<file path="src/hdl/spi_link_pkg.sv">
`default_nettype none

package spi_link_pkg;

  // Frame and serial clock
  localparam int FRAME_BITS = 8;                   // Bits per SPI frame
  localparam int SPI_DIV    = 4;                   // sclk cycles per spi_clk half period
  localparam int BIT_CNT_W  = $clog2(FRAME_BITS);  // Bit index width
  localparam int DIV_CNT_W  = $clog2(SPI_DIV);     // Divider counter width

  // Reply buffer
  localparam int FIFO_DEPTH = 4;                   // Reply entries
  localparam int FIFO_PTR_W = $clog2(FIFO_DEPTH);  // Pointer width, depth is a power of two

  // Command byte layout
  localparam logic [FRAME_BITS-1:0] CMD_ID   = 8'h8F;  // Identity request
  localparam logic [FRAME_BITS-1:0] ID_REPLY = 8'hAA;  // Identity answer
  localparam int CMD_READ_BIT = 0;                 // Read flag
  localparam int SEL_HI       = 6;                 // Byte select, upper bit
  localparam int SEL_LO       = 5;                 // Byte select, lower bit

endpackage

`default_nettype wire

</file>
<file path="src/hdl/reply_fifo.sv">
`timescale 1ns/1ps
`default_nettype none

module reply_fifo (
  input  wire                                 sclk,
  input  wire                                 rst_n,
  input  wire                                 push,       // Dropped when full
  input  wire  [spi_link_pkg::FRAME_BITS-1:0] push_data,
  input  wire                                 rd_en,      // Ignored when empty
  output logic [spi_link_pkg::FRAME_BITS-1:0] rd_data,    // Head entry
  output logic                                empty,
  output logic                                full
);

  import spi_link_pkg::*;

  logic [FRAME_BITS-1:0] mem [FIFO_DEPTH];
  logic [FIFO_PTR_W-1:0] wr_ptr;
  logic [FIFO_PTR_W-1:0] rd_ptr;
  logic [FIFO_PTR_W:0]   count;   // Occupancy, 0 to FIFO_DEPTH
  logic                  do_push;
  logic                  do_read;

  assign empty   = (count == '0);
  assign full    = (count == (FIFO_PTR_W+1)'(FIFO_DEPTH));
  assign do_push = push & ~full;
  assign do_read = rd_en & ~empty;
  assign rd_data = mem[rd_ptr];  // Show-ahead read

  // Storage
  always_ff @(posedge sclk) begin
    if (do_push) begin
      mem[wr_ptr] <= push_data;
    end
  end

  // Pointers wrap naturally
  always_ff @(posedge sclk) begin
    if (!rst_n) begin
      wr_ptr <= '0;
      rd_ptr <= '0;
      count  <= '0;
    end else begin
      if (do_push) wr_ptr <= wr_ptr + 1'b1;
      if (do_read) rd_ptr <= rd_ptr + 1'b1;
      case ({do_push, do_read})
        2'b10:   count <= count + 1'b1;
        2'b01:   count <= count - 1'b1;
        default: count <= count;  // Both or neither
      endcase
    end
  end

endmodule

`default_nettype wire

</file>
<file path="src/hdl/spi_peripheral.sv">
`timescale 1ns/1ps
`default_nettype none

module spi_peripheral (
  input  wire                                 sclk,
  input  wire                                 rst_n,
  input  wire                                 ss_n,         // Active low select
  input  wire                                 spi_clk,
  input  wire                                 mosi,
  input  wire  [31:0]                         config_word,  // Source of read replies
  output logic                                miso,
  output logic [spi_link_pkg::FRAME_BITS-1:0] last_cmd
);

  import spi_link_pkg::*;

  logic                  spi_clk_q1;  // spi_clk delayed one sclk
  logic                  spi_clk_q2;  // and two
  logic                  rise;
  logic [BIT_CNT_W-1:0]  bit_cnt;
  logic [FRAME_BITS-1:0] rx_sr;       // Incoming command bits
  logic [FRAME_BITS-1:0] tx_sr;       // Outgoing reply bits
  logic [FRAME_BITS-1:0] cmd_next;    // Full command on the last bit
  logic [FRAME_BITS-1:0] reply_next;

  assign rise     = spi_clk_q1 & ~spi_clk_q2;
  assign miso     = tx_sr[FRAME_BITS-1];  // MSB first
  assign cmd_next = {rx_sr[FRAME_BITS-2:0], mosi};

  // Reply decode
  always_comb begin
    if (cmd_next == CMD_ID) begin
      reply_next = ID_REPLY;
    end else if (cmd_next[CMD_READ_BIT]) begin
      case (cmd_next[SEL_HI:SEL_LO])  // Pick one config byte
        2'd0:    reply_next = config_word[7:0];
        2'd1:    reply_next = config_word[15:8];
        2'd2:    reply_next = config_word[23:16];
        default: reply_next = config_word[31:24];
      endcase
    end else begin
      reply_next = '0;  // Write or unknown command
    end
  end

  // Edge detect
  always_ff @(posedge sclk) begin
    if (!rst_n) begin
      spi_clk_q1 <= 1'b0;
      spi_clk_q2 <= 1'b0;
    end else begin
      spi_clk_q1 <= spi_clk;
      spi_clk_q2 <= spi_clk_q1;
    end
  end

  always_ff @(posedge sclk) begin
    if (!rst_n) begin
      bit_cnt  <= '0;
      tx_sr    <= '0;  // First frame answers zero
      last_cmd <= '0;
    end else if (ss_n) begin
      bit_cnt <= '0;   // Deselected, realign to next frame
    end else if (rise) begin
      bit_cnt <= bit_cnt + 1'b1;  // Wraps after the last bit
      if (bit_cnt == BIT_CNT_W'(FRAME_BITS - 1)) begin
        last_cmd <= cmd_next;
        tx_sr    <= reply_next;   // Goes out on the next frame
      end else begin
        tx_sr <= {tx_sr[FRAME_BITS-2:0], 1'b0};  // Host already took this bit
      end
    end
  end

  // Receive shift
  always_ff @(posedge sclk) begin
    if (!ss_n && rise) begin
      rx_sr <= cmd_next;
    end
  end

endmodule

`default_nettype wire

</file>
<file path="src/hdl/spi_controller.sv">
`timescale 1ns/1ps
`default_nettype none

module spi_controller (
  input  wire                                 sclk,
  input  wire                                 rst_n,
  input  wire                                 cmd_valid,   // One-cycle command strobe
  input  wire  [spi_link_pkg::FRAME_BITS-1:0] cmd_byte,
  input  wire                                 miso,
  output logic                                spi_clk,     // Idles low
  output logic                                ss_n,
  output logic                                mosi,
  output logic                                busy,
  output logic                                push,        // Reply byte valid for one cycle
  output logic [spi_link_pkg::FRAME_BITS-1:0] reply_byte
);

  import spi_link_pkg::*;

  typedef enum logic [1:0] {
    ST_IDLE,
    ST_SHIFT,
    ST_FINISH
  } state_t;

  state_t                 state;
  logic [DIV_CNT_W-1:0]   div_cnt;   // Half period counter
  logic [BIT_CNT_W:0]     bit_cnt;   // Rising edges seen, up to FRAME_BITS
  logic [FRAME_BITS-1:0]  tx_sr;     // Bits still to send
  logic [FRAME_BITS-1:0]  rx_sr;     // Bits captured from miso
  logic                   half_done; // spi_clk toggles this cycle

  assign half_done = (div_cnt == DIV_CNT_W'(SPI_DIV - 1));

  // Control path
  always_ff @(posedge sclk) begin
    if (!rst_n) begin
      state   <= ST_IDLE;
      div_cnt <= '0;
      bit_cnt <= '0;
      spi_clk <= 1'b0;
      ss_n    <= 1'b1;
      mosi    <= 1'b0;
      busy    <= 1'b0;
      push    <= 1'b0;
    end else begin
      push <= 1'b0;  // Strobe by default
      case (state)
        ST_IDLE: begin
          if (cmd_valid) begin           // busy is low in this state
            state   <= ST_SHIFT;
            ss_n    <= 1'b0;             // Select for the whole frame
            busy    <= 1'b1;
            mosi    <= cmd_byte[FRAME_BITS-1];  // First bit goes out with select
            div_cnt <= '0;
            bit_cnt <= '0;
          end
        end
        ST_SHIFT: begin
          if (half_done) begin
            div_cnt <= '0;
            spi_clk <= ~spi_clk;
            if (!spi_clk) begin
              bit_cnt <= bit_cnt + 1'b1;  // Rising edge, miso sampled below
            end else if (bit_cnt == (BIT_CNT_W+1)'(FRAME_BITS)) begin
              state <= ST_FINISH;         // Last low phase begins
            end else begin
              mosi <= tx_sr[FRAME_BITS-1];  // Next bit after the falling edge
            end
          end else begin
            div_cnt <= div_cnt + 1'b1;
          end
        end
        ST_FINISH: begin
          state <= ST_IDLE;
          ss_n  <= 1'b1;
          mosi  <= 1'b0;
          busy  <= 1'b0;  // Falls with push
          push  <= 1'b1;
        end
        default: state <= ST_IDLE;
      endcase
    end
  end

  // Data path
  always_ff @(posedge sclk) begin
    if (state == ST_IDLE && cmd_valid) begin
      tx_sr <= {cmd_byte[FRAME_BITS-2:0], 1'b0};  // MSB already on mosi
    end else if (state == ST_SHIFT && half_done) begin
      if (!spi_clk) begin
        rx_sr <= {rx_sr[FRAME_BITS-2:0], miso};    // Sample on rising edge
      end else begin
        tx_sr <= {tx_sr[FRAME_BITS-2:0], 1'b0};
      end
    end
    if (state == ST_FINISH) begin
      reply_byte <= rx_sr;  // Held with push
    end
  end

endmodule

`default_nettype wire

</file>
<file path="src/hdl/spi_link_top.sv">
`timescale 1ns/1ps
`default_nettype none

module spi_link_top (
  input  wire                                 sclk,
  input  wire                                 rst_n,
  input  wire                                 cmd_valid,
  input  wire  [spi_link_pkg::FRAME_BITS-1:0] cmd_byte,
  output logic                                busy,
  input  wire  [31:0]                         config_word,
  output logic [spi_link_pkg::FRAME_BITS-1:0] last_cmd,
  input  wire                                 rd_en,
  output logic [spi_link_pkg::FRAME_BITS-1:0] rd_data,
  output logic                                empty,
  output logic                                full
);

  import spi_link_pkg::*;

  // Serial lines stay inside
  logic                  spi_clk;
  logic                  ss_n;
  logic                  mosi;
  logic                  miso;
  logic                  push;
  logic [FRAME_BITS-1:0] reply_byte;

  spi_controller u_controller (
    .sclk       (sclk),
    .rst_n      (rst_n),
    .cmd_valid  (cmd_valid),
    .cmd_byte   (cmd_byte),
    .miso       (miso),
    .spi_clk    (spi_clk),
    .ss_n       (ss_n),
    .mosi       (mosi),
    .busy       (busy),
    .push       (push),
    .reply_byte (reply_byte)
  );

  spi_peripheral u_peripheral (
    .sclk        (sclk),
    .rst_n       (rst_n),
    .ss_n        (ss_n),
    .spi_clk     (spi_clk),
    .mosi        (mosi),
    .config_word (config_word),
    .miso        (miso),
    .last_cmd    (last_cmd)
  );

  // Replies wait here for the host
  reply_fifo u_fifo (
    .sclk      (sclk),
    .rst_n     (rst_n),
    .push      (push),
    .push_data (reply_byte),
    .rd_en     (rd_en),
    .rd_data   (rd_data),
    .empty     (empty),
    .full      (full)
  );

endmodule

`default_nettype wire

</file>
<file path="config.mk">
export PLATFORM = sky130hd
export DESIGN_NAME = spi_link_top
export DESIGN_NICKNAME = d
export VERILOG_FILES = /design/src/hdl/spi_link_pkg.sv /design/src/hdl/reply_fifo.sv /design/src/hdl/spi_peripheral.sv /design/src/hdl/spi_controller.sv /design/src/hdl/spi_link_top.sv
export SDC_FILE = /design/constraint.sdc
export NUM_CORES = 1
export LEC_CHECK = 0
export BUFFER_PORTS_ARGS = -buffer_cell sky130_fd_sc_hd__buf_2
export CAP_MARGIN = 25
export CORE_ASPECT_RATIO = 0.75
export CORE_MARGIN = 3
export CORE_UTILIZATION = 50
export DETAILED_ROUTE_END_ITERATION = 8
export PLACE_DENSITY = 0.71
export SLEW_MARGIN = 20
export SYNTH_ARGS = -nofsm -noshare
export SYNTH_HDL_FRONTEND = slang
export SYNTH_SLANG_ARGS = --single-unit
export TNS_END_PERCENT = 20
</file>
<file path="constraint.sdc">
create_clock -name sclk -period 2.4 [get_ports sclk]
set_input_delay 0.12 -clock sclk [delete_from_list [all_inputs] [get_ports sclk]]
set_output_delay 0.12 -clock sclk [all_outputs]
set_load 0.02 [all_outputs]
</file>
==> flow_summary.yaml, run 1 <==
worst_setup_path:
  start_kind: "flop"
  crit_arrival_ns: 2.42
  cpMostUsedCell: "inv_1"
  slowest_delay_ns: 0.39
  r2r-end: "u_fifo.count[2]$_SDFFE_PN0P_"
  critPathTopFamily: "simple AND/OR/NAND/NOR gates"
  end_kind: "flop"
  worstPathRequired_ns: 2.68
  path_buf_inv: 2
  rrSetupSlack_ns: 0.26
  timing.rr.start: "u_fifo.count[2]$_SDFFE_PN0P_"
  crit_chain: "nor3b_2 -> nor2b_1 -> inv_1 -> ha_1 -> inv_1 -> fa_1 -> xor2_1 -> or3_1 -> a21oi_1"
  cp_num_cells: 9
  cp_slowest_cell: "dfxtp_1"
  worstSetupPathType: "reg2reg"
  worst-r2r-cell-count: 9
  critPathMaxFanout: 7
synthesis:
  synth_warnings: 0
  synth_cell_types: 45
  avgSynthCellArea_um2: 13.5
  synthFlopType: "edfxtp_1"
  synth_edf_count: 62
  synth_nets: 384
  synthArstFlopShare: 0
  mappedNetlistArea_um2: 4370
  ys_ff_latch: 105
  synth_cells: 324
  yosysSeqAreaShare: 0.623
route:
  drt-total-wl_um: 7400
  route.met2.wl_um: 3600
  vias_per_cell: 5.39
  antenna_left: 0
  route.detailed.drc: 0
  drt_iter0_drc: 151
  drt_pass1_iterations: 4
  vias: 2677
  wl_per_cell_um: 14.9
  dr_wl_met3_um: 353
  highest_layer: "met4"
  wirelength_met1_um: 3390
cts:
  clk_path_buf_depth: 2
  cts_max_level: 3
  cts_made_buffers: 9
  cts_tree: "done"
  clock_sinks: 105
  clock_latency_ns: 0.34
  clk_pin_slew_ns: 0.07
  cts_resized: 0
  post_cts_buffers: 0
  root_buffer: "clkbuf_16"
  cts_hold_buf: 0
cells_and_area:
  areaGrowthSynthToFinish_pct: 16.2
  final_cell_mix: "62 x buf_2, 62 x edfxtp_1, 43 x dfxtp_1"
  final_layout_size_suffix_gt1_frac: 0.286
  num-fill-cells: 640
  nets: 447
  antenna_cells: 0
flow_run:
  maxCapViolCount: 0
pwr:
  power_frac_seq: 0.528
  ir_drop_v: 0.000368
  leakagePower_nw: 1.82
  p_comb_frac: 0.079
  netSwitchingFraction: 0.223
  pwr-share-clk: 0.393
  power_density_nw_per_um2: 736
  p_sw_mw: 0.832
  p_int_mw: 2.91
global_routing:
  antenna_found_initial: 0
  grt_max_degree: 26
  grt_first_pass_wirelength_um: 12600
  grt_overflow_total: 0
  gr-usage-all-layers: 0.162
  grt_pass1_vias: 2778
sta:
  drv_slew: 0
  tightestPinTransition_ns: 0.581
  hold_viol_final: 0
  tns_ns: 0
  finalWorstSetupSlack_ns: 0.256
  rsz0062_at_grt: "false"
  fmax_mhz: 466
  slew_headroom: 0.613
  skew_ns: 0.0108
  setup_viol_count_final: 0
  post-route-period-util: 0.893
  post-route-min-period_ns: 2.14
placed_design:
  place_congestion: 0.801
  pre_cts_ws_ns: 0.289
  hpwlAfterDp_um: 5290
  port_buffers: 62
die:
  dieArea_um2: 9910
  io_pins: 63
  die_h_um: 87.0
  core_um2: 8200
  start_util: 0.533
  num_rows: 28
  die_x_um: 114
worst_hold_path:
  hold_depth: 3
  min-delay-start: "cmd_byte[7]"
  holdPathEnd: "u_controller.mosi$_SDFFE_PN0P_"
  min_path_type: "in2reg"
run_status:
  outcome: "completed"
-- layout make-up --
type	count	area, µm²	share of cell area
Inverter	13	48.8	0.00961
Clock inverter	6	75.1	0.0148
Timing Repair Buffer	65	333	0.0655
Tap cell	105	131	0.0259
Sequential cell	105	2720	0.536
Multi-Input combinational cell	193	1540	0.303
Clock buffer	10	229	0.0451
-- sequential cells by signal (all words and copies together), names as in the netlist, 2 cells and up, named ones only --
signal                   count
u_controller.reply_byte      8
u_peripheral.tx_sr           8
u_peripheral.bit_cnt         3
u_peripheral.last_cmd        8
u_fifo.mem                  32
u_fifo.rd_ptr                2
u_peripheral.rx_sr           7
u_fifo.wr_ptr                2
u_controller.tx_sr           7
u_controller.rx_sr           8
u_controller.state           2
u_controller.div_cnt         2
u_fifo.count                 3
u_controller.bit_cnt         4
-- power by group through the flow --
stage                     clock [mW]  combinational, mW  sequential [mW]
after floorplan                    0              0.222             2.01
after global placement             0              0.285             2.01
after detailed placement           0              0.297             2.01
after CTS                       1.50              0.298             1.97
after global routing            1.57              0.337             1.98
final                           1.47              0.297             1.97
-- per-stage QoR --
| step | cells | power, mW | util | hold WS (ns) | area, µm² |
|---|---|---|---|---|---|
| floorplan | 324 | 2.23 | - | 0.267 | 4380 |
| global placement | 481 | 2.30 | 0.583 | 0.407 | 4780 |
| global route | 497 | 3.89 | 0.620 | 0.0603 | 5080 |
| finish | 497 | 3.74 | 0.620 | 0.0682 | 5080 |
| detailed placement | 481 | 2.31 | 0.583 | 0.408 | 4780 |
| CTS | 497 | 3.78 | 0.620 | 0.0584 | 5080 |
-- worst max-delay path by stage --
stage	from	to
after floorplan	u_fifo.count[0]$_SDFFE_PN0P_	u_fifo.count[2]$_SDFFE_PN0P_
after global placement	u_fifo.count[2]$_SDFFE_PN0P_	u_fifo.count[2]$_SDFFE_PN0P_
after detailed placement	u_fifo.count[2]$_SDFFE_PN0P_	u_fifo.count[2]$_SDFFE_PN0P_
after CTS	u_fifo.count[2]$_SDFFE_PN0P_	u_fifo.count[2]$_SDFFE_PN0P_
after global routing	u_fifo.count[2]$_SDFFE_PN0P_	u_fifo.count[2]$_SDFFE_PN0P_
final	u_fifo.count[2]$_SDFFE_PN0P_	u_fifo.count[2]$_SDFFE_PN0P_
-- worst register-to-register path: stages, from the launching register on --
cell,delay (ns)
dfxtp_1,0.39
nor3b_2,0.21
nor2b_1,0.15
inv_1,0.09
ha_1,0.17
inv_1,0.06
fa_1,0.38
xor2_1,0.16
or3_1,0.31
a21oi_1,0.16
-- cells by family (layout without fill, tap and decap cells) --
logic type                 count (synthesis)  in the layout  synth area share
AOI/OAI and AO/OA                         44             44            0.0653
xor gates and xnor gates                   9              9            0.0180
adders and majority gates                 16             16            0.0475
buffers and inverters                     26             94            0.0272
DFF                                      105            105             0.623
muxes                                     28             28             0.113
and+or+nand+nor                           96             96             0.106
-- Yosys cell counts (4+ instances only) --
cell type | instances | area share
xor2_1 | 4 | 0.0080
o21a_1 | 5 | 0.0086
and2_1 | 8 | 0.011
a211oi_1 | 6 | 0.010
a31oi_1 | 4 | 0.0057
ha_1 | 15 | 0.043
buf_2 | 5 | 0.0057
nand3_1 | 4 | 0.0046
mux2i_1 | 4 | 0.0092
a21oi_1 | 13 | 0.015
mux2_2 | 7 | 0.018
nand2_1 | 28 | 0.024
edfxtp_1 | 62 | 0.43
dfxtp_1 | 43 | 0.20
nor2_1 | 32 | 0.027
mux4_2 | 16 | 0.082
nand2b_1 | 6 | 0.0086
xnor2_1 | 5 | 0.010
o21ai_0 | 8 | 0.0092
inv_1 | 13 | 0.011
-- routing by layer --
metal	vias to the layer above	track usage
li1	1306	-
met1	1308	0.207
met2	54	0.270
met3	9	0.0549
met4	0	0.0378
met5	-	0
(Power assumes the default switching activity.)
==> run 2, diff against run 1 <==
--- a/config.mk
+++ b/config.mk
@@ -12,6 +12,7 @@
 export CORE_UTILIZATION = 50
 export DETAILED_ROUTE_END_ITERATION = 8
 export PLACE_DENSITY = 0.71
+export SETUP_SLACK_MARGIN = 0.5
 export SLEW_MARGIN = 20
 export SYNTH_ARGS = -nofsm -noshare
 export SYNTH_HDL_FRONTEND = slang
==> run 2 against run 1 <==
  * Critical path depth did not move
  * Register-to-register slack improved by 0.21 ns
  * Highest routed layer unchanged
  * Largest cell class unchanged
  * Power fell by 2.8%
  * Utilization rose by 0.58 points
  * Largest power group unchanged
  * Clock power fell by 7%
==> flow_summary.yaml, run 2 (synthesis gave the netlist of run 1 again) <==
cells_and_area:
  final_layout_size_suffix_gt1_frac: 0.315
  antenna_cells: 0
  final_cell_mix: "62 x buf_2, 62 x edfxtp_1, 39 x dfxtp_1"
  fin_cells: 502
  largest_reg_flops: 32
  areaGrowthSynthToFinish_pct: 17.3
  nets: 452
  regMostFlops: "u_fifo.mem"
  post-route-util: 0.625
route:
  vias_per_cell: 5.27
  vias: 2645
  drt-total-wl_um: 7570
  wl_per_cell_um: 15.1
  route.detailed.drc: 0
  drt_pass1_iterations: 4
  antenna_left: 0
  drt_iter0_drc: 136
sta:
  post-route-min-period_ns: 1.93
  hold_viol_final: 0
  tns_ns: 0
  slew_headroom: 0.616
  drv_slew: 0
  whs_ns: 0.0713
  skew_ns: 0.0129
  post-route-period-util: 0.804
  setup_viol_count_final: 0
  tightestPinTransition_ns: 0.576
  rsz0062_at_grt: "true"
  fmax_mhz: 518
worst_setup_path:
  end_kind: "flop"
  start_kind: "flop"
  cp_slowest_cell: "dfxtp_4"
  critPathMaxFanout: 4
  slowest_delay_ns: 0.36
  cpMostUsedCell: "inv_1"
  worstSetupPathType: "reg2reg"
  crit_chain: "nor3b_4 -> nor2b_4 -> inv_1 -> ha_2 -> inv_1 -> fa_2 -> xor2_1 -> or3_1 -> a21oi_2"
  crit_arrival_ns: 2.20
  rrSetupSlack_ns: 0.47
  worstPathRequired_ns: 2.67
die:
  num_rows: 28
  core_um2: 8200
  start_util: 0.533
  die_x_um: 114
  dieArea_um2: 9910
  io_pins: 63
  die_h_um: 87.0
placed_design:
  place_congestion: 0.792
  dp.cells: 481
  hpwlAfterDp_um: 5190
  port_buffers: 62
cts:
  clock_sinks: 105
  clk_pin_slew_ns: 0.06
  cts_max_level: 3
  cts_tree: "done"
  clock_latency_ns: 0.34
  clk_path_buf_depth: 2
  cts_hold_buf: 0
  cts_made_buffers: 9
  root_buffer: "clkbuf_16"
pwr:
  ir_drop_v: 0.000445
  total_power_mw: 3.64
  power_density_nw_per_um2: 709
  leakagePower_nw: 1.84
worst_hold_path:
  min_path_type: "in2reg"
global_routing:
  grt_pass1_vias: 2713
  grt_overflow_total: 0
  grt_max_degree: 26
  gr-usage-all-layers: 0.165
  antenna_found_initial: 0
  grt_first_pass_wirelength_um: 12900
run_status:
  outcome: "completed"
flow_run:
  maxCapViolCount: 0
## run 2: cell types whose count changed in the layout (fill, tap and decap cells not counted), sizes merged
cell and change:
clkinvlp -1, bufinv -1, clkbuf -1, buf +5
clkinv +3
## run 2: timing repair
action / CTS / global route
resized for setup: 4 / 3
pin swaps: 1 / 0
setup endpoints to repair: 11 / 25
setup buffers: 2 / 3
## run 2: routing by layer
metal  routed length, µm  track usage  up-vias
li1                    -            -     1311
met1                3580        0.229     1271
met2                3620        0.257       54
met3                 286       0.0458        9
met4                  83       0.0507        0
met5                   0            0        -
## run 2: final timing paths
check	from	to	depth (start not counted)
max	u_fifo.count[0]$_SDFFE_PN0P_	u_fifo.count[2]$_SDFFE_PN0P_	9
min	cmd_byte[7]	u_controller.mosi$_SDFFE_PN0P_	3
max reg2reg	u_fifo.count[0]$_SDFFE_PN0P_	u_fifo.count[2]$_SDFFE_PN0P_	9
min reg2reg	u_controller.rx_sr[7]$_DFFE_PP_	u_controller.reply_byte[7]$_DFFE_PP_	0
## run 2: worst max-delay path, delay by kind of cell (launching register included)
family	cells	cell delay, ns
adders and majority gates	2	0.49
AOI/OAI and AO/OA	1	0.11
xor gates and xnor gates	1	0.15
buffers and inverters	2	0.11
DFF	1	0.36
and+or+nand+nor	3	0.64
## run 2: final cells by class
class                           count  area [µm²]
Sequential cell                   105        2730
Inverter                           13        48.8
Multi-Input combinational cell    193        1570
Clock inverter                      7        53.8
Timing Repair Buffer               70         370
Fill cell                         619        3070
Clock buffer                        9         225
Tap cell                          105         131
## run 2: where the power goes
group	switching, mW	internal (mW)	total, mW
Sequential	0.0276	1.94	1.97
Clock	0.649	0.713	1.36
Combinational	0.162	0.140	0.302
## run 2: metrics by stage
step | instance area, µm² | setup WS (ns)
after floorplan | 4390 | 0.317
after global placement | 4790 | 0.485
after detailed placement | 4790 | 0.416
after CTS | 5100 | 0.457
after global routing | 5130 | 0.367
final | 5130 | 0.471
